--- src/design/commit_pkg.sv ---
// commit path definitions

package commit_pkg;

	////////////////////////////////////////
	// sizes
	////////////////////////////////////////

	// slots per dispatch, completion and retire group
	localparam int WIDTH = 3;
	// data word width
	localparam int XLEN = 32;
	// architectural register file
	localparam int NUM_ARCH_REGS = 32;
	localparam int REG_IDX_W = 5;
	// reorder buffer depth, power of two so tags wrap
	localparam int ROB_SIZE = 16;
	localparam int ROB_TAG_W = 4;

	////////////////////////////////////////
	// basic types
	////////////////////////////////////////

	typedef logic [ROB_TAG_W-1:0] rob_tag_t;
	typedef logic [REG_IDX_W-1:0] reg_idx_t;
	typedef logic [XLEN-1:0] word_t;

	// x0 is hardwired, never written
	localparam reg_idx_t ZERO_REG = '0;

	////////////////////////////////////////
	// packets
	////////////////////////////////////////

	// completion bus, one entry per slot
	typedef struct packed {
		logic [WIDTH-1:0] valid;
		rob_tag_t [WIDTH-1:0] tag;
		word_t [WIDTH-1:0] value;
	} cdb_packet_t;

	// registered commit group
	// count is valid slots, not enabled writes
	typedef struct packed {
		logic [WIDTH-1:0] wr_en;
		reg_idx_t [WIDTH-1:0] wr_idx;
		word_t [WIDTH-1:0] wr_data;
		logic [1:0] count;
	} commit_packet_t;

	// sticky halt state seen at the top
	typedef enum logic [1:0] {
		STATUS_OK = 2'd0,
		STATUS_HALTED = 2'd1
	} commit_status_t;

endpackage

--- src/design/retire_if.sv ---
// retire group bus
`timescale 1ns/1ps

interface retire_if;

	// slot 0 oldest, valid contiguous from slot 0
	logic [commit_pkg::WIDTH-1:0] retire_valid;
	// destination register per slot
	commit_pkg::reg_idx_t [commit_pkg::WIDTH-1:0] retire_dest;
	// completed result per slot
	commit_pkg::word_t [commit_pkg::WIDTH-1:0] retire_value;

	// buffer side drives the group
	modport rob (
		output retire_valid,
		output retire_dest,
		output retire_value
	);

	// writeback side, group taken in the cycle it shows
	modport wb (
		input retire_valid,
		input retire_dest,
		input retire_value
	);

endinterface

--- src/design/rob_buffer.sv ---
// reorder buffer
`timescale 1ns/1ps

module rob_buffer (
	input  logic                                         clk,
	input  logic                                         reset,
	input  logic [commit_pkg::WIDTH-1:0]                 dispatch_valid,
	input  commit_pkg::reg_idx_t [commit_pkg::WIDTH-1:0] dispatch_dest,
	input  logic [commit_pkg::WIDTH-1:0]                 dispatch_halt,
	input  commit_pkg::cdb_packet_t                      cdb,
	output commit_pkg::rob_tag_t                         tag_base,
	output logic                                         dispatch_ready,
	retire_if.rob                                        retire,
	output logic                                         halted
);

	////////////////////////////////////////
	// state
	////////////////////////////////////////

	// circular pointers, wrap through tag width
	commit_pkg::rob_tag_t head;
	commit_pkg::rob_tag_t tail;
	// occupancy 0..ROB_SIZE needs one extra bit
	logic [commit_pkg::ROB_TAG_W:0] count;

	// per-entry fields
	commit_pkg::reg_idx_t entry_dest [commit_pkg::ROB_SIZE];
	commit_pkg::word_t entry_value [commit_pkg::ROB_SIZE];
	logic [commit_pkg::ROB_SIZE-1:0] entry_done;
	logic [commit_pkg::ROB_SIZE-1:0] entry_halt;

	// dispatch side
	logic [commit_pkg::WIDTH-1:0] disp_take;
	commit_pkg::rob_tag_t [commit_pkg::WIDTH-1:0] disp_idx;
	logic [1:0] disp_num;

	// retire side
	commit_pkg::rob_tag_t [commit_pkg::WIDTH-1:0] ret_idx;
	logic [1:0] ret_num;
	logic ret_halt;

	////////////////////////////////////////
	// dispatch
	////////////////////////////////////////

	// room for a full group
	assign dispatch_ready = (count <= (commit_pkg::ROB_SIZE - commit_pkg::WIDTH));
	// group ignored while not ready
	assign disp_take = dispatch_valid & {commit_pkg::WIDTH{dispatch_ready}};
	// slot 0 tag, slot i gets tail+i
	assign tag_base = tail;

	always_comb begin
		disp_num = '0;
		for (int i = 0; i < commit_pkg::WIDTH; i++) begin
			disp_idx[i] = tail + commit_pkg::rob_tag_t'(i);
			if (disp_take[i]) begin
				disp_num = disp_num + 2'd1;
			end
		end
	end

	////////////////////////////////////////
	// retire group
	////////////////////////////////////////

	// consecutive done entries from head
	// stops at first not-done, after a halt, or once halted
	always_comb begin
		logic stop;
		stop = halted;
		ret_num = '0;
		ret_halt = 1'b0;
		for (int i = 0; i < commit_pkg::WIDTH; i++) begin
			ret_idx[i] = head + commit_pkg::rob_tag_t'(i);
			retire.retire_valid[i] = 1'b0;
			retire.retire_dest[i] = entry_dest[ret_idx[i]];
			retire.retire_value[i] = entry_value[ret_idx[i]];
			if (!stop && (count > i) && entry_done[ret_idx[i]]) begin
				retire.retire_valid[i] = 1'b1;
				ret_num = ret_num + 2'd1;
				// halt retires itself, younger ones wait forever
				if (entry_halt[ret_idx[i]]) begin
					ret_halt = 1'b1;
					stop = 1'b1;
				end
			end else begin
				stop = 1'b1;
			end
		end
	end

	////////////////////////////////////////
	// control update
	////////////////////////////////////////

	always_ff @(posedge clk) begin
		if (reset) begin
			head <= '0;
			tail <= '0;
			count <= '0;
			halted <= 1'b0;
			entry_done <= '0;
		end else begin
			head <= head + commit_pkg::rob_tag_t'(ret_num);
			tail <= tail + commit_pkg::rob_tag_t'(disp_num);
			count <= count + disp_num - ret_num;
			// sticky until reset
			if (ret_halt) begin
				halted <= 1'b1;
			end
			// new entries start not done
			for (int i = 0; i < commit_pkg::WIDTH; i++) begin
				if (disp_take[i]) begin
					entry_done[disp_idx[i]] <= 1'b0;
				end
			end
			// registered cdb marks entries done
			for (int i = 0; i < commit_pkg::WIDTH; i++) begin
				if (cdb.valid[i]) begin
					entry_done[cdb.tag[i]] <= 1'b1;
				end
			end
		end
	end

	// entry payload
	always_ff @(posedge clk) begin
		for (int i = 0; i < commit_pkg::WIDTH; i++) begin
			if (disp_take[i]) begin
				entry_dest[disp_idx[i]] <= dispatch_dest[i];
				entry_halt[disp_idx[i]] <= dispatch_halt[i];
			end
		end
		for (int i = 0; i < commit_pkg::WIDTH; i++) begin
			if (cdb.valid[i]) begin
				entry_value[cdb.tag[i]] <= cdb.value[i];
			end
		end
	end

endmodule

--- src/flat_wrapper.sv ---
// flat-port wrapper written by rule: the top's interface ports become plain ports
module rob_buffer_flat 
  (clk, reset, dispatch_valid, dispatch_dest, dispatch_halt, cdb, tag_base, dispatch_ready, halted, retire_retire_valid, retire_retire_dest, retire_retire_value);
  retire_if retire_i ();
  input  logic clk;
  input  logic reset;
  input  logic [commit_pkg::WIDTH-1:0] dispatch_valid;
  input  commit_pkg::reg_idx_t [commit_pkg::WIDTH-1:0] dispatch_dest;
  input  logic [commit_pkg::WIDTH-1:0] dispatch_halt;
  input  commit_pkg::cdb_packet_t cdb;
  output commit_pkg::rob_tag_t tag_base;
  output logic dispatch_ready;
  output logic halted;
  output wire logic [$bits(retire_i.retire_valid)-1:0] retire_retire_valid;
  output wire logic [$bits(retire_i.retire_dest)-1:0] retire_retire_dest;
  output wire logic [$bits(retire_i.retire_value)-1:0] retire_retire_value;
  assign retire_retire_valid = retire_i.retire_valid;
  assign retire_retire_dest = retire_i.retire_dest;
  assign retire_retire_value = retire_i.retire_value;
  rob_buffer u_core (.clk(clk), .reset(reset), .dispatch_valid(dispatch_valid), .dispatch_dest(dispatch_dest), .dispatch_halt(dispatch_halt), .cdb(cdb), .tag_base(tag_base), .dispatch_ready(dispatch_ready), .retire(retire_i), .halted(halted));
endmodule
--- config.mk ---
export PLATFORM = sky130hd
export DESIGN_NAME = rob_buffer_flat
export DESIGN_NICKNAME = d
export VERILOG_FILES = /design/src/design/commit_pkg.sv /design/src/design/retire_if.sv /design/src/design/rob_buffer.sv /design/src/flat_wrapper.sv
export SDC_FILE = /design/constraint.sdc
export NUM_CORES = 2
export LEC_CHECK = 0
export BUFFER_PORTS_ARGS = -buffer_cell sky130_fd_sc_hd__buf_2
export CAP_MARGIN = 15
export CORE_MARGIN = 4
export CORE_UTILIZATION = 45
export DETAILED_ROUTE_END_ITERATION = 16
export PLACE_DENSITY_LB_ADDON = 0.08
export SETUP_SLACK_MARGIN = 0.02
export SYNTH_ARGS = -nofsm -noshare
export SYNTH_HDL_FRONTEND = slang
export SYNTH_SLANG_ARGS = --single-unit
--- constraint.sdc ---
create_clock -name clk -period 6.1 [get_ports clk]
set_input_delay 0.915 -clock clk [delete_from_list [all_inputs] [get_ports clk]]
set_output_delay 0.915 -clock clk [all_outputs]
set_load 0.01 [all_outputs]
# Word level (Yosys, flattened, before mapping)
# Memories as Yosys holds them, arrays and structs flattened. A register that Yosys moved wholly into a read port is not among the register bits.
# Index checks and enable logic that the tools add are counted.
word_totals:
  reg_bits: 46
  ram_bits: 592
  mem_count: 2
mem_list:
  columns: ["memory", "depth", "word_bits", "rd", "rd_ports_with_merged_regs", "write_ports", "line_no", "rtl"]
  rows:
  - ["u_core.entry_value", 16, 32, 3, 1, 3, "rob_buffer.sv:29", "commit_pkg::word_t entry_value [commit_pkg::ROB_SIZE];"]
  - ["u_core.entry_dest", 16, 5, 3, 1, 3, "rob_buffer.sv:28", "commit_pkg::reg_idx_t entry_dest [commit_pkg::ROB_SIZE];"]
op_classes:
  add_sub_neg: 12
  magnitude_cmp: 19
  n_mux: 74
  n_bitwise: 10
  reduce_logical: 15
ops:
  columns: ["cell", "n"]
  rows:
  - ["two-way mux 16 bit", 14]
  - ["bitwise AND 16 bit", 3]
  - ["bitwise mux 16 bit", 3]
  - ["inverter 16 bit", 3]
  - ["OR 16 bit", 3]
  - ["less-than comparator 4 x 5 -> 1 bit, second input constant", 9]
  - ["two-way mux 1 bit", 39]
  - ["binary-select mux 1 bit (select 4 bit)", 6]
  - ["demux 1 bit (select 4 bit)", 6]
  - [">= comparator 4 x 1 -> 1 bit, second input constant", 6]
  - ["logical AND 1 bit", 12]
  - ["> comparator 5 x 1 -> 1 bit, second input constant", 2]
  - ["adder 4 x 1 -> 4 bit, second input constant", 2]
  - ["adder 4 x 2 -> 4 bit", 2]
  - ["adder 4 x 2 -> 4 bit, second input constant", 2]
  - ["two-way mux 2 bit", 4]
  - ["two-way mux 4 bit", 2]
  - ["adder 5 x 2 -> 5 bit", 1]
  - ["> comparator 5 x 2 -> 1 bit, second input constant", 1]
  - ["less-or-equal comparator 5 x 4 -> 1 bit, second input constant", 1]
  - ["subtractor 5 x 2 -> 5 bit", 1]
  - ["adder 1 x 1 -> 2 bit, second input constant", 2]
  - ["adder 2 x 1 -> 2 bit, second input constant", 2]
  - ["bitwise AND 3 bit", 1]
  - ["zero test 1 bit", 3]

# Depth between registers and ports, before layout
logic_depth:
  depth_word: 22
  depth_mapped: 19
  ltp_nobuf: 19

# Worst setup path before layout
# No wires, ideal clock.
synth_timing:
  path_type: "register to register"
  start: "register u_core.head[0]"
  end: "register u_core.count[4] in the netlist's numbering"
  setup_time_ns: 0.071
  t_arrival_ns: 3.895
  setup_slack_ns: 2.134
  stages_incl_launch_ff: 18
  synth_period_minus_slack_ns: 3.966
  cell_sequence: "dfxtp_1 -> ha_1 -> buf_4 -> mux4_2 -> mux2i_1 -> mux2_2 -> nor3_4 -> nand2_1 -> ha_1 -> xnor2_1 -> ha_1 -> inv_1 -> ha_1 -> fa_1 -> a21oi_1 -> nor2_1 -> or3_1 -> a21oi_1"
synth_between:
  elab_chain_len: 13
synth_rtl:
  columns: ["element", "line_no", "rtl"]
  rows:
  - ["from (decl)", "rob_buffer.sv:22", "commit_pkg::rob_tag_t head;"]
  - ["from (signal assigned)", "rob_buffer.sv:106", "head <= head + commit_pkg::rob_tag_t'(ret_num);"]
  - ["parallel branches: the longest is 11 deep, another holds adder 4 x 1 -> 4 bit", null, null]
  - ["two-way mux 2 bit *", "rob_buffer.sv:80", "if (!stop && (count > i) && entry_done[ret_idx[i]]) begin"]
  - ["subtractor 5 x 2 -> 5 bit *", "rob_buffer.sv:108", "count <= count + disp_num - ret_num;"]
  - ["to (signal assigned)", "rob_buffer.sv:108", null]
  - ["to (decl)", "rob_buffer.sv:25", "logic [commit_pkg::ROB_TAG_W:0] count;"]
# Every way passes the cells marked *. The select of a mux whose other input is x is not followed.
# A chain may end at the register's enable or synchronous reset.

==> summary.txt <==
Global route
  – Largest net degree at the start of global routing: 130
  – Global-route wire length before repair: approximately 260,000 µm
  – Initial antenna violation count: 33
  – Vias in the first global route: ~34,000
  – Congestion Overflow GR: 0
  – All-layer global routing usage: 32.3%

Clock tree
  – CTS clk-pin slew, worst paths: ~60 ps
  – Worst skew pair latency: 660 ps
  – CTS resizes: 0
  – Number of clock sinks: ~640
  – Clk root buf: clkbuf_16
  – Htree depth: 3
  – CTS tree: done
  – Clk buf depth: 3
  – Num CTS Buffers: 80
  – Postcts setup bufs: 0
  – Hold buffers post-CTS: 0

STA
  – Fin. Hold Viols: 0
  – Final TNS setup: 0 ps
  – Clock Skew: ~16 ps
  – # setup viols final: 0
  – Min Hold Slack: 597 ps
  – Min Tclk post-route: 5480 ps
  – Final worst path period share: about 90%
  – RSZ-0062 raised after global routing: no
  – Slew Limit Fails: 0
  – Worst slew pin tran: between 1000 and 1500 ps
  – FMAX: about 180 MHz
  – Relative slew slack: 16.2%

Synthesis
  – Synth Cell Area: 47,700 µm²
  – Post-synth top area share: between 30% and 40%
  – Syn Inst Count: slightly below 4,000
  – Post-Synth Simple-Gate Area: 7.91%
  – Post-synthesis mux area share: between 30% and 40%
  – EDFF count, synth: 592
  – Async set or reset register ratio after synthesis: 0%
  – Yosys cell types: between 50 and 60
  – Cell taking the most area after synthesis: edfxtp_1
  – Post-synthesis register bit count: ~640
  – Main combinational cell family by area after synthesis: multiplexers
  – Syn nets: between 4,000 and 5,000
  – Post-synth top flop: edfxtp_1
  – Post-Synth XOR/XNOR Area: 0.291%
  – Register area share after synthesis: between 30% and 40%
  – Post-synthesis compound-gate area fraction: approximately 7.6%
  – Mean Syn Cell Area: about 12 µm²
  – Yosys warnings: 0
  – Synth Area in Adders: less than 1%
  – Dominant cells by area after synthesis: edfxtp_1 (37%), mux4_2 (27%), mux2i_1 (13%)

Floorplan
  – Die H: roughly 330 µm
  – Num ports: between 200 and 300
  – CORE AREA: approximately 110,000 µm²
  – Row cnt: around 120
  – Starting Density: between 40% and 50%
  – Die width: roughly 330 µm
  – Total die area: around 110,000 µm²

Drt
  – Routed WL per cell: around 35 µm
  – Routed wire length: around 180,000 µm
  – ANT nets after route: 0
  – Drt pass-1 iters: 6
  – Vias/cell: ~7
  – Number of vias in the routed layout: around 36,000
  – DRC errors left: 0
  – Initial DRC Count: between 4,000 and 5,000

Cells and area
  – Most frequent cells in the layout: mux2i_1 (607), edfxtp_1 (592), mux4_2 (571)
  – Area grow syn2layout: 9.75%
  – Most common cell after layout, fill and taps aside: mux2i_1
  – Share of layout cells above drive strength 1: between 20% and 30%
  – Fillcell total: between 9,000 and 10,000
  – Final core occ: 49.8%
  – Fin nets: 4,007
  – Design area: 52,400 µm²

Critical path
  – Critical path startpoint category: flop
  – Crit Path Class: flop to output port
  – CP Data Required Time: between 5000 and 6000 ps
  – Worst Path Max Fanout: between 70 and 80
  – Worst reg2reg startpoint: u_core.head[1]$_SDFF_PP0_
  – Worst EP arrival: roughly 4600 ps
  – Reg2reg end: u_core.count[4]$_SDFF_PP0_
  – Setup crit end kind: output port
  – Slowest-stage cell, CP: buf_4
  – Cell Chain, Critical Path: buf_4 > buf_4 > mux4_2 > mux4_2 > buf_2
  – Flop-to-flop setup slack: 1310 ps
  – Largest stage delay on the critical path: approximately 960 ps
  – Worst R2R Path Depth: 14

Power
  – P_leak: 17.5 nW
  – Power per cell area: ~330 nW/µm²
  – Overall power: about 17 mW
  – Max VDD drop: around 370 µV

Job
  – Max_cap viols: 0

Min path
  – Worst Hold Depth: 2
  – Hold_sp: u_core.halted$_SDFFE_PP0P_
  – Hold endpoint: u_core.halted$_SDFFE_PP0P_
  – Hold Path Class: flop to flop

Placement
  – HPWL after DPL: between 100,000 and 150,000 µm
  – Buffers added on ports: approximately 250
  – Placed instance area: 49,800 µm²
  – RD Place Congestion: between 0.8 and 0.9

Run status
  – Outcome: finished clean
-- worst max path at each step --
stage | startpoint | endpoint | slack (ps) | cells past startpoint
6_report | u_core.head[1]$_SDFF_PP0_ | retire_retire_value[2] | 620 | 5
3_3_place_gp | u_core.head[1]$_SDFF_PP0_ | u_core.count[4]$_SDFF_PP0_ | 1290 | 14
5_1_grt | u_core.head[1]$_SDFF_PP0_ | retire_retire_value[2] | 480 | 5
3_5_place_dp | u_core.head[1]$_SDFF_PP0_ | u_core.count[4]$_SDFF_PP0_ | 1300 | 14
2_1_floorplan | u_core.head[0]$_SDFF_PP0_ | u_core.count[4]$_SDFF_PP0_ | 2130 | 17
4_1_cts | u_core.head[1]$_SDFF_PP0_ | retire_retire_value[2] | 650 | 5
-- power breakdown --
group | switching, mW | internal [mW]
combinational | 3.40 | 3.52
sequential | 0.350 | 5.23
clock | 2.02 | 2.79
-- metal layers --
layer | wire, µm | global-route usage (%)
met3 | 19600 | 8.41
met4 | 7260 | 11.0
met2 | 83400 | 49.3
met5 | 145 | 0
met1 | 73300 | 45.1
-- cells in the mapped netlist (2+ instances only) --
master    instances
nor3_1            4
a21oi_1         371
and3b_1           4
o211a_1           4
inv_1            17
o21ai_0         245
and3_1           28
a31oi_1           2
edfxtp_1        592
xor2_1            4
xnor2_1          10
or3_1             4
clkbuf_1        298
nand2_1         290
buf_1            77
dfxtp_1          46
nand4b_1          6
a41oi_1          16
a211oi_1         15
o31ai_1           8
nand3b_1         10
nor2b_1          21
o22ai_1          11
nand4_1           2
mux4_1            5
a22oi_1           2
mux2i_1         607
fa_1              4
buf_2           110
and4_1            8
nand3_1          66
nor3b_1           6
mux4_2          571
buf_4             3
ha_1             21
o211ai_1          8
and2_1            5
nor3_2            4
nor2_1          408
nand2b_1          4
nor4_1            2
-- through the flow --
stage	std cells	setup slack [ps]
final	5322	618
after global routing	5306	484
after CTS	5305	648
after detailed placement	5157	1300
after global placement	5156	1290
after floorplan	3935	2130
-- layout make-up --
type | instances | area [µm²] | share of cell area [%]
well taps | 1391 | 1740 | 3.32
repair buffers | 320 | 1860 | 3.54
clock inverters | 32 | 268 | 0.511
clock buffers | 116 | 2300 | 4.40
flip-flops and latches | 638 | 18700 | 35.7
inverters | 18 | 67.6 | 0.129
multi-input cells | 2790 | 27400 | 52.3
diodes | 17 | 42.5 | 0.0812
-- worst max-delay path, delay by kind of cell (launching register included) --
kind | cells | cell delay (ps)
buf+inv | 3 | 1980
flops | 1 | 800
mux | 2 | 990
-- state kept, by name, summed over array words and instances (netlist names) --
signal and cells:
u_core.count 5, u_core.entry_dest 80, u_core.entry_done 16, u_core.entry_halt 16, u_core.entry_value 512, u_core.halted 1
u_core.head 4, u_core.tag_base 4
-- kinds of logic (layout without fill, tap and decap cells) --
group / count (synthesis) / count (layout)
other cells: 0 / 17
xor+xnor: 15 / 15
compound gates: 688 / 688
flops: 638 / 638
fa+ha+maj: 25 / 25
buf+inv: 507 / 486
mux: 1184 / 1184
simple gates: 878 / 878
(Power assumes the default switching activity.)
