[config.mk]
export PLATFORM = sky130hd
export DESIGN_NAME = retire_writeback_flat
export DESIGN_NICKNAME = d
export VERILOG_FILES = /design/src/design/commit_pkg.sv /design/src/design/retire_if.sv /design/src/design/retire_writeback.sv /design/src/flat_wrapper.sv
export SDC_FILE = /design/constraint.sdc
export NUM_CORES = 1
export LEC_CHECK = 0
export ABC_AREA = 0
export BUFFER_PORTS_ARGS = -buffer_cell sky130_fd_sc_hd__buf_2
export CORE_AREA = 3 3 88 90
export DETAILED_ROUTE_END_ITERATION = 6
export DIE_AREA = 0 0 91 93
export PLACE_DENSITY = 0.6
export SLEW_MARGIN = 25
export SYNTH_ARGS = -nofsm -noshare
export SYNTH_HDL_FRONTEND = slang
export SYNTH_SLANG_ARGS = --single-unit
[constraint.sdc]
create_clock -name vclk -period 1.5
set_input_delay 0.075 -clock vclk [all_inputs]
set_output_delay 0.075 -clock vclk [all_outputs]
set_load 0.05 [all_outputs]
[src/design/commit_pkg.sv]
// commit path definitions

package commit_pkg;

	////////////////////////////////////////
	// sizes
	////////////////////////////////////////

	// slots per dispatch, completion and retire group
	localparam int WIDTH = 3;
	// data word width
	localparam int XLEN = 32;
	// architectural register file
	localparam int NUM_ARCH_REGS = 32;
	localparam int REG_IDX_W = 5;
	// reorder buffer depth, power of two so tags wrap
	localparam int ROB_SIZE = 16;
	localparam int ROB_TAG_W = 4;

	////////////////////////////////////////
	// basic types
	////////////////////////////////////////

	typedef logic [ROB_TAG_W-1:0] rob_tag_t;
	typedef logic [REG_IDX_W-1:0] reg_idx_t;
	typedef logic [XLEN-1:0] word_t;

	// x0 is hardwired, never written
	localparam reg_idx_t ZERO_REG = '0;

	////////////////////////////////////////
	// packets
	////////////////////////////////////////

	// completion bus, one entry per slot
	typedef struct packed {
		logic [WIDTH-1:0] valid;
		rob_tag_t [WIDTH-1:0] tag;
		word_t [WIDTH-1:0] value;
	} cdb_packet_t;

	// registered commit group
	// count is valid slots, not enabled writes
	typedef struct packed {
		logic [WIDTH-1:0] wr_en;
		reg_idx_t [WIDTH-1:0] wr_idx;
		word_t [WIDTH-1:0] wr_data;
		logic [1:0] count;
	} commit_packet_t;

	// sticky halt state seen at the top
	typedef enum logic [1:0] {
		STATUS_OK = 2'd0,
		STATUS_HALTED = 2'd1
	} commit_status_t;

endpackage

[src/design/retire_if.sv]
// retire group bus
`timescale 1ns/1ps

interface retire_if;

	// slot 0 oldest, valid contiguous from slot 0
	logic [commit_pkg::WIDTH-1:0] retire_valid;
	// destination register per slot
	commit_pkg::reg_idx_t [commit_pkg::WIDTH-1:0] retire_dest;
	// completed result per slot
	commit_pkg::word_t [commit_pkg::WIDTH-1:0] retire_value;

	// buffer side drives the group
	modport rob (
		output retire_valid,
		output retire_dest,
		output retire_value
	);

	// writeback side, group taken in the cycle it shows
	modport wb (
		input retire_valid,
		input retire_dest,
		input retire_value
	);

endinterface

[src/design/retire_writeback.sv]
// retire group write enables
`timescale 1ns/1ps

module retire_writeback (
	retire_if.wb                        retire,
	output commit_pkg::commit_packet_t  commit
);

	// purely combinational, registered outside
	always_comb begin
		logic younger_hit;
		logic [1:0] valid_cnt;
		valid_cnt = '0;
		for (int i = 0; i < commit_pkg::WIDTH; i++) begin
			// any younger valid slot with same dest wins
			younger_hit = 1'b0;
			for (int j = i + 1; j < commit_pkg::WIDTH; j++) begin
				if (retire.retire_valid[j] &&
				    (retire.retire_dest[j] == retire.retire_dest[i])) begin
					younger_hit = 1'b1;
				end
			end
			// no write to x0, older duplicate suppressed
			commit.wr_en[i] = retire.retire_valid[i] &&
			                  (retire.retire_dest[i] != commit_pkg::ZERO_REG) &&
			                  !younger_hit;
			// index and data pass straight through
			commit.wr_idx[i] = retire.retire_dest[i];
			commit.wr_data[i] = retire.retire_value[i];
			// every retired slot counts, enabled or not
			if (retire.retire_valid[i]) begin
				valid_cnt = valid_cnt + 2'd1;
			end
		end
		commit.count = valid_cnt;
	end

endmodule

[src/flat_wrapper.sv]
// flat-port wrapper written by rule: the top's interface ports become plain ports
module retire_writeback_flat 
  (commit, retire_retire_valid, retire_retire_dest, retire_retire_value);
  retire_if retire_i ();
  output commit_pkg::commit_packet_t commit;
  input wire logic [$bits(retire_i.retire_valid)-1:0] retire_retire_valid;
  input wire logic [$bits(retire_i.retire_dest)-1:0] retire_retire_dest;
  input wire logic [$bits(retire_i.retire_value)-1:0] retire_retire_value;
  assign retire_i.retire_valid = retire_retire_valid;
  assign retire_i.retire_dest = retire_retire_dest;
  assign retire_i.retire_value = retire_retire_value;
  retire_writeback u_core (.retire(retire_i), .commit(commit));
endmodule
### Word level (Yosys, flattened, before mapping)

Index checks and enable logic that the tools add are counted.

* register bits: 0
* input bits: 114
* output and inout port bits: 116
* logic and storage cells: 24

* add/subtract/negate cells: 2
* eq/ne operators: 3
* multiplexer cells: 6
* reductions and logical operators: 13

Operator list (count)
* $eq A5 B5 Y1: 3
* $reduce_bool A5 Y1: 3
* $logic_and A1 B1 Y1: 8
* $mux W1: 4
* $mux W2: 2
* $add A1 B1 Y2 const B: 1
* $add A2 B1 Y2 const B: 1
* $logic_not A1 Y1: 2

### Longest topological paths before layout

Gate-level depths: netlist (run 1).

* word-level depth: 6
* gate-level depth with buffers: 4
* depth with buffers taken out: 4

### Worst setup path after synthesis (run 1)

Ideal clock, no wire load.

* path type: in2out
* start point: in retire_retire_dest[9]
* end point: out commit[113] in the netlist's numbering
* data arrival time: 1188 ps
* data required time: 1425 ps
* path slack: 237 ps
* stages: 4
* path through: xnor2_1 -> nand4_1 -> o311ai_0 -> a31oi_1

RTL lines
* from (decl): RTL line flat_wrapper.sv:7 `input wire logic [$bits(retire_i.retire_dest)-1:0] retire_retire_dest;`
* to (decl): RTL line flat_wrapper.sv:5 `output commit_pkg::commit_packet_t commit;`

==> metrics.md, run 1 <==
| Metric | Value |
|---|---|
| Outcome | complete, no violations |
| Req. time, crit path | 1.42 ns |
| Sequential fraction of design power | 0 |
| Core footprint | 0.007137 sq mm |
| Net Sw Power | roughly 190 uW |
| Post-DP HPWL | between 2 and 2.5 mm |
| Area Overhead vs Synth | -47.21% |
| Total die area | between 0.008 and 0.009 sq mm |
| Combinational share of power | 1.000 |
| Final hold vios | 0 |
| Synth area leader | buf_4 |
| Largest net degree at the start of global routing | 6 |
| Share of the synthesized area in the top cell type | 0.7577 |
| P_leak | about 0.25 nW |
| Synth top area cells | buf_4 (76%), xor2_1 (8.0%), xnor2_1 (4.8%), ha_1 (2.3%), or4_1 (1.4%) |
| Initial antenna violation count | 0 |
| Pre-antenna DRT Iters | 4 |
| Fraction of layout cells with a size suffix above 1 | 0.5205 |
| Setup tns final | 0 ns |
| Placed Area | ~580 sq um |
| Fill count | slightly below 900 |
| Nets | between 150 and 200 |
| Syn nets | around 260 |
| Synth Instances | 146 |
| Max-cap violation count | 0 |
| DR WL/cell | approximately 14 um |
| Hold_ws | between 0.15 and 0.2 ns |
| IO Port Bufs | 38 |
| DP Cell Count | approximately 170 |
| Ports | 230 |
| CP Class | primary input to primary output |
| Vias in the first global route | around 530 |
| Slew Viols, Final | 0 |
| Critical Path Start Type | primary input |
| Gr usage total | 0.04992 |
| Worst VDD drop | between 60 and 70 uV |
| Hold_buf cts | 0 |
| Clock group share of total power | 0 |
| Post-cts resize count | 0 |
| DRT Wirelength | approximately 2.4 mm |
| Seq/Total Area, Yosys | 0 |
| Remaining Overflow, GRT | 0 |
| Number of DRC markers in iteration 0 | 8 |
| Crit end category | primary output |
| Fin area | between 500 and 600 sq um |
| Commonest non-fill, non-tap cells in the layout | buf_2 (38), xor2_1 (10), xnor2_1 (6), inv_1 (3) |
| Die X | 91 um |
| Vias/cell | between 3 and 4 |
| Finished Layout Cells | approximately 170 |
| Worst EP arrival | ~1.1 ns |
| CLK BUF | 0 |
| Placer congestion estimate | between 0.6 and 0.7 |
| Yosys warns | 0 |
| Count of final setup violators | 0 |
| Final ANT Viol Nets | 0 |
| RSZ-0062 raised after global routing | false |
| Synthesized area per cell | 7.533 sq um |
| DRC errors left | 0 |
| Critical path peak fanout | 4 |
| Post-CTS Setup Bufs | 0 |
| Seq_cells | 0 |
| Register area | 0 sq um |
| # rows | 31 |
| Synth cell types | 16 |
| Pint | approximately 70 uW |
| Final Critical Period | ~1.2 ns |
| Most common cell after layout, fill and taps aside | buf_2 |
| Worst min-delay path category | primary input to primary output |
| Sw Ratio | 0.7317 |
| Multi-input gate area | ~260 sq um |
| Die height | 93 um |
| Starting Density | 0.1541 |
| Worst-Margin Slew | just over 0.3 ns |
| Global-route wire length before repair | 3.208 mm |
| Routed via count | 523 |
| Max transition margin | 0.7943 |
| F_max | 0.8382 GHz |
| Number of diodes | 0 |
| Cell Area, Synth | around 0.0011 sq mm |
| Final period util | 0.7954 |
| Pwr Density | 449.4 mW/mm^2 |
critical path, stage by stage:
cell,delay (ns)
buf_2,0.13
or4_1,0.52
o21a_1,0.18
buf_2,0.20
power by group through the flow:
stage          logic [mW]  clock network [mW]  registers [mW]
2_1_floorplan       0.889                   0               0
3_3_place_gp        0.265                   0               0
3_5_place_dp        0.266                   0               0
4_1_cts             0.267                   0               0
5_1_grt             0.279                   0               0
6_report            0.261                   0               0
cells by family after synthesis:
group | Yosys count | share of synthesized area
XOR/XNOR | 16 | 0.1274
AO/OA/AOI/OAI | 5 | 0.03071
buffers and inverters | 114 | 0.7679
adder cells (fa/ha/maj) | 2 | 0.02275
multiplexers | 1 | 0.009102
AND/OR/NAND/NOR | 8 | 0.04208
cell type report:
class / count / area share
inverters: 3 / 0.01940
multi-input cells: 32 / 0.4397
well taps: 99 / 0.2134
repair buffers: 38 / 0.3276
Yosys cell counts:
cell type / n
nand2_1: 1
mux2i_1: 1
nor4_1: 2
xor2_1: 10
o21ai_1: 1
a31oi_1: 2
ha_1: 2
buf_4: 111
or4_1: 2
o311ai_0: 1
nand4_1: 1
xnor2_1: 6
nor3_1: 1
nor2_1: 1
inv_1: 3
o21a_1: 1
stage by stage:
step / utilization / worst slack (ns) / power [mW]
after floorplan: - / 0.2375 / 0.8888
after global placement: 0.08135 / 0.3164 / 0.2645
after detailed placement: 0.08135 / 0.3034 / 0.2664
after CTS: 0.08135 / 0.2972 / 0.2669
after global routing: 0.08135 / 0.2477 / 0.2788
final: 0.08135 / 0.3069 / 0.2609
worst paths after layout:
| kind | to | cells past startpoint | from | slack (ns) |
|---|---|---|---|---|
| worst max-delay path | commit[115] | 4 | retire_retire_dest[11] | 0.31 |
| worst min-delay path | commit[47] | 0 | retire_retire_value[45] | 0.15 |
per-layer routing:
layer  share of wire  wire length, um  track usage  vias to the layer above
met3            0.14              350      0.01689                       44
met5               0                0            0                        -
met4            0.13              315      0.06281                        0
li1                -                -            -                      201
met2            0.41              982      0.07725                       46
met1            0.32              772      0.04700                      232
(Power assumes the default switching activity.)
==> run 2, diff against run 1 <==
--- a/config.mk
+++ b/config.mk
@@ -7,10 +7,10 @@
 export LEC_CHECK = 0
 export ABC_AREA = 0
 export BUFFER_PORTS_ARGS = -buffer_cell sky130_fd_sc_hd__buf_2
-export CORE_AREA = 3 3 88 90
+export CORE_AREA = 3 3 89 91
 export DETAILED_ROUTE_END_ITERATION = 6
-export DIE_AREA = 0 0 91 93
-export PLACE_DENSITY = 0.6
+export DIE_AREA = 0 0 92 94
+export PLACE_DENSITY = 0.59
 export SLEW_MARGIN = 25
 export SYNTH_ARGS = -nofsm -noshare
 export SYNTH_HDL_FRONTEND = slang
==> constraint.sdc (replaced) <==
create_clock -name vclk -period 1.24
set_input_delay 0.062 -clock vclk [all_inputs]
set_output_delay 0.062 -clock vclk [all_outputs]
set_load 0.05 [all_outputs]
==> metrics.md, run 2 (same netlist as run 1, synthesis figures left out) <==
| Metric | Value |
|---|---|
| Final period util | 0.9390 |
| Pwr Density | ~540 mW/mm^2 |
| Remaining Overflow, GRT | 0 |
| Critical path peak fanout | 4 |
| Pre-antenna DRT Iters | 3 |
| Total power | between 300 and 400 uW |
| Max-cap violation count | 0 |
| Placed Area | just under 600 sq um |
| Max stage delay cell, worst path | or4_1 |
| Hold_sp | retire_retire_value[12] |
| Worst-Margin Slew | between 0.2 and 0.3 ns |
| Core footprint | ~0.0072 sq mm |
| IO Port Bufs | 38 |
| Ports | 230 |
| Outcome | complete, no violations |
| CLK BUF | 0 |
| Area Overhead vs Synth | -46.53% |
| Req. time, crit path | 1.18 ns |
| Number of DRC markers in iteration 0 | 2 |
| Register area | 0 sq um |
| Setup tns final | 0 ns |
| Max transition margin | 0.8266 |
| Total die area | just under 0.009 sq mm |
| Most common cell after layout, fill and taps aside | buf_2 |
| Number of diodes | 0 |
| Worst min-delay path category | primary input to primary output |
| Fraction of layout cells with a size suffix above 1 | 0.5270 |
| Seq_cells | 0 |
| DRC errors left | 0 |
| Final hold vios | 0 |
| Global-route wire length before repair | roughly 3.4 mm |
| RSZ-0062 raised after global routing | false |
| Initial antenna violation count | 0 |
| Fill count | 877 |
| Gr usage total | 0.05148 |
| DR WL/cell | roughly 14 um |
| P_leak | approximately 0.26 nW |
| # rows | 31 |
| Routed via count | around 520 |
| Post-DP HPWL | between 2 and 2.5 mm |
| Die height | about 94 um |
| Final Critical Period | 1.164 ns |
| Count of final setup violators | 0 |
| Die X | a little over 90 um |
| Starting Density | 0.1524 |
| Worst EP arrival | around 1.1 ns |
| Fin area | slightly below 600 sq um |
| Crit end category | primary output |
| Crit-path max cell delay | roughly 0.53 ns |
| Vias in the first global route | 553 |
| Critical Path Start Type | primary input |
| Multi-input gate area | about 260 sq um |
| Post-CTS Setup Bufs | 0 |
| Crit path top cell by count | buf_2 |
| Worst VDD drop | just over 80 uV |
| CP Class | primary input to primary output |
| Crit path capture | commit[115] |
| F_max | about 0.86 GHz |
| Placer congestion estimate | 0.6577 |
| Largest net degree at the start of global routing | 6 |
| Slew Viols, Final | 0 |
| Commonest non-fill, non-tap cells in the layout | buf_2 (38), xor2_1 (10), xnor2_1 (6), inv_1 (3) |
| Worst Setup SP | retire_retire_dest[11] |
| DRT Wirelength | 2.477 mm |
| Vias/cell | about 3.0 |
| Final ANT Viol Nets | 0 |
| Crit-path cells | buf_2 > or4_1 > o21a_1 > buf_2 |
| Nets | 192 |
[run 2: cell types whose count changed in the layout (fill, tap and decap cells not counted)]
cell      previous run  this run
o311ai_0             1         0
buf_4                0         1
o311ai_1             0         1
[run 2: report_power, final]
part           leakage, nW  switching, mW  total (mW)  internal, mW
clock                    0              0           0             0
combinational        0.259          0.230       0.317        0.0870
sequential               0              0           0             0
total                0.259          0.230       0.317        0.0870
[run 2: critical path, delay by kind of cell]
| kind | cells | cell delay, ns |
|---|---|---|
| AND/OR/NAND/NOR | 1 | 0.53 |
| buffers and inverters | 2 | 0.34 |
| AO/OA/AOI/OAI | 1 | 0.18 |
[run 2: through the flow]
stage | hold slack (ns) | std cells | util | worst slack, ns
6_report | 0.1240 | 173 | 0.08151 | 0.07562
5_1_grt | 0.1241 | 173 | 0.08151 | 0.005894
4_1_cts | 0.1243 | 173 | 0.08151 | 0.04304
3_5_place_dp | 0.1243 | 173 | 0.08151 | 0.05371
3_3_place_gp | 0.1243 | 173 | 0.08151 | 0.07022
2_1_floorplan | 0.2911 | 146 | - | 0.003495
[run 2: what timing repair did]
| item | CTS | global route |
|---|---|---|
| endpoints found under the setup margin | 0 | 1 |
| hold buffers | 0 | 0 |
| gates resized for setup | 0 | 1 |
[run 2: layer usage]
metal / global-route usage / wire, um / vias up
li1: - / - / 203
met1: 0.04502 / 662 / 219
met2: 0.07908 / 1061 / 50
met3: 0.01843 / 369 / 52
met4: 0.07302 / 383 / 0
met5: 0 / 0 / -
[run 2: area by class of cell]
| cell class | instances | share of cell area |
|---|---|---|
| multi-input combinational | 32 | 0.4340 |
| timing repair buffer | 39 | 0.3362 |
| inverter | 3 | 0.01915 |
| tap | 99 | 0.2106 |
[run 2: worst min path at each step]
stage / cells past startpoint / slack, ns / to
3_5_place_dp: 0 / 0.12 / commit[20]
2_1_floorplan: 1 / 0.29 / commit[100]
3_3_place_gp: 0 / 0.12 / commit[20]
6_report: 0 / 0.12 / commit[14]
5_1_grt: 0 / 0.12 / commit[6]
4_1_cts: 0 / 0.12 / commit[20]
==> run 3, diff against run 2 <==
--- a/config.mk
+++ b/config.mk
@@ -7,10 +7,10 @@
 export LEC_CHECK = 0
 export ABC_AREA = 0
 export BUFFER_PORTS_ARGS = -buffer_cell sky130_fd_sc_hd__buf_2
-export CORE_AREA = 3 3 89 91
+export CORE_AREA = 3 3 87 89
 export DETAILED_ROUTE_END_ITERATION = 6
-export DIE_AREA = 0 0 92 94
-export PLACE_DENSITY = 0.59
+export DIE_AREA = 0 0 90 92
+export PLACE_DENSITY = 0.63
 export SLEW_MARGIN = 25
 export SYNTH_ARGS = -nofsm -noshare
 export SYNTH_HDL_FRONTEND = slang
==> constraint.sdc (replaced) <==
create_clock -name vclk -period 0.95
set_input_delay 0.0475 -clock vclk [all_inputs]
set_output_delay 0.0475 -clock vclk [all_outputs]
set_load 0.05 [all_outputs]
==> metrics.md, run 3 (same netlist as run 1, synthesis figures left out) <==
| Metric | Value |
|---|---|
| Nets | between 200 and 250 |
| # rows | 30 |
| Multi-input gate area | 330.3 sq um |
| Die X | about 90 um |
| Vias/cell | around 3.1 |
| CLK BUF | 0 |
| Gr usage total | 0.05669 |
| Worst min-delay path category | primary input to primary output |
| Final ANT Viol Nets | 0 |
| Worst VDD drop | between 100 and 150 uV |
| Die height | between 90 and 100 um |
| DR top layer | met4 |
| DP Cell Count | 177 |
| Slew Viols, Final | 0 |
| Fin area | just over 800 sq um |
| Pwr Density | approximately 660 mW/mm^2 |
| Register area | 0 sq um |
| Max transition margin | 0.8015 |
| Setup ws final | -0.1398 ns |
| Sw Ratio | 0.6135 |
| Worst EP arrival | around 1.0 ns |
| Critical path peak fanout | 3 |
| Area Overhead vs Synth | -25.37% |
| Final period util | 1.147 |
| Combinational share of power | 1.000 |
| Failing checks | negative setup slack |
| Placed Area | around 680 sq um |
| Hold_buf cts | 0 |
| Number of diodes | 0 |
| P_leak | 0.3465 nW |
| Most common cell after layout, fill and taps aside | buf_2 |
| IO Port Bufs | 38 |
| DRT Wirelength | 2.611 mm |
| Number of DRC markers in iteration 0 | 4 |
| CP Class | primary input to primary output |
| DRC errors left | 0 |
| Req. time, crit path | about 0.9 ns |
| Global-route wire length before repair | roughly 3.6 mm |
| Total die area | between 0.008 and 0.009 sq mm |
| Count of final setup violators | 3 |
| Routed via count | roughly 560 |
| Max-cap violation count | 0 |
| Setup tns final | -0.3180 ns |
| Fraction of layout cells with a size suffix above 1 | 0.7262 |
| F_max | approximately 0.92 GHz |
| Clock group share of total power | 0 |
| Largest net degree at the start of global routing | 6 |
| Finished Layout Cells | 180 |
| DR WL/cell | 14.51 um |
| Outcome | finished with violations |
| Remaining Overflow, GRT | 0 |
| Hold Path Cell Cnt | 0 |
| Fill count | 809 |
| Starting Density | 0.1610 |
| Vias in the first global route | slightly below 600 |
| Net Sw Power | around 330 uW |
| Total power | roughly 540 uW |
| Final hold vios | 0 |
| Metal3 WL | between 300 and 400 um |
| DR WL met2 | ~1.2 mm |
| Worst-Margin Slew | 0.2954 ns |
| Pint | about 210 uW |
| Ports | 230 |
| Commonest non-fill, non-tap cells in the layout | buf_2 (28), buf_4 (11), xor2_1 (9), xnor2_1 (6), buf_6 (5) |
| Critical Path Start Type | primary input |
| Placer congestion estimate | roughly 0.72 |
| RSZ-0062 raised after global routing | true |
| Pre-antenna DRT Iters | 3 |
| Final Critical Period | approximately 1.1 ns |
| Crit end category | primary output |
| Core footprint | 0.006832 sq mm |
| Routed length on met1 | 788 um |
| Post-DP HPWL | about 2.3 mm |
| Initial antenna violation count | 0 |
| Hold_sp | retire_retire_value[12] |
| Worst Setup SP | retire_retire_dest[14] |
| Seq_cells | 0 |
| Sequential fraction of design power | 0 |
| Place WS | -0.2537 ns |
[run 3: cell count changes in the layout (fill, tap and decap cells not counted), sizes merged]
| cell | previous run | this run |
|---|---|---|
| buf | 39 | 49 |
[run 3: what timing repair did]
action,CTS,global route
buffers inserted,2,1
pin swaps,6,3
resized for setup,27,5
setup endpoints to repair,3,3
[run 3: power by group through the flow]
stage	sequential, mW	combinational [mW]	clock, mW
floorplan	0	1.42	0
global placement	0	0.484	0
detailed placement	0	0.484	0
CTS	0	0.539	0
global route	0	0.577	0
finish	0	0.544	0
[run 3: per-layer routing]
layer  track usage  vias to the layer above
li1              -                      223
met1       0.05056                      235
met2       0.09832                       64
met3       0.01723                       42
met4       0.05995                        0
met5             0                        -
[run 3: worst max-delay path, cell delays in order]
cell,delay (ns)
buf_8,0.10
or4_4,0.54
o21a_4,0.21
buf_8,0.14
[run 3: per-stage QoR]
step	hold WS, ns	utilization
after floorplan	0.2621	-
after global placement	0.09534	0.09908
after detailed placement	0.09534	0.09908
after CTS	0.09534	0.1148
after global routing	0.09507	0.1201
final	0.09502	0.1201
[run 3: final cells by class]
class | count | area share
repair buffers | 49 | 0.4375
multi-input cells | 32 | 0.4024
well taps | 96 | 0.1463
inverters | 3 | 0.01372
[run 3: worst paths after layout]
check  slack (ns)          end
max         -0.14  commit[115]
min           0.1   commit[14]
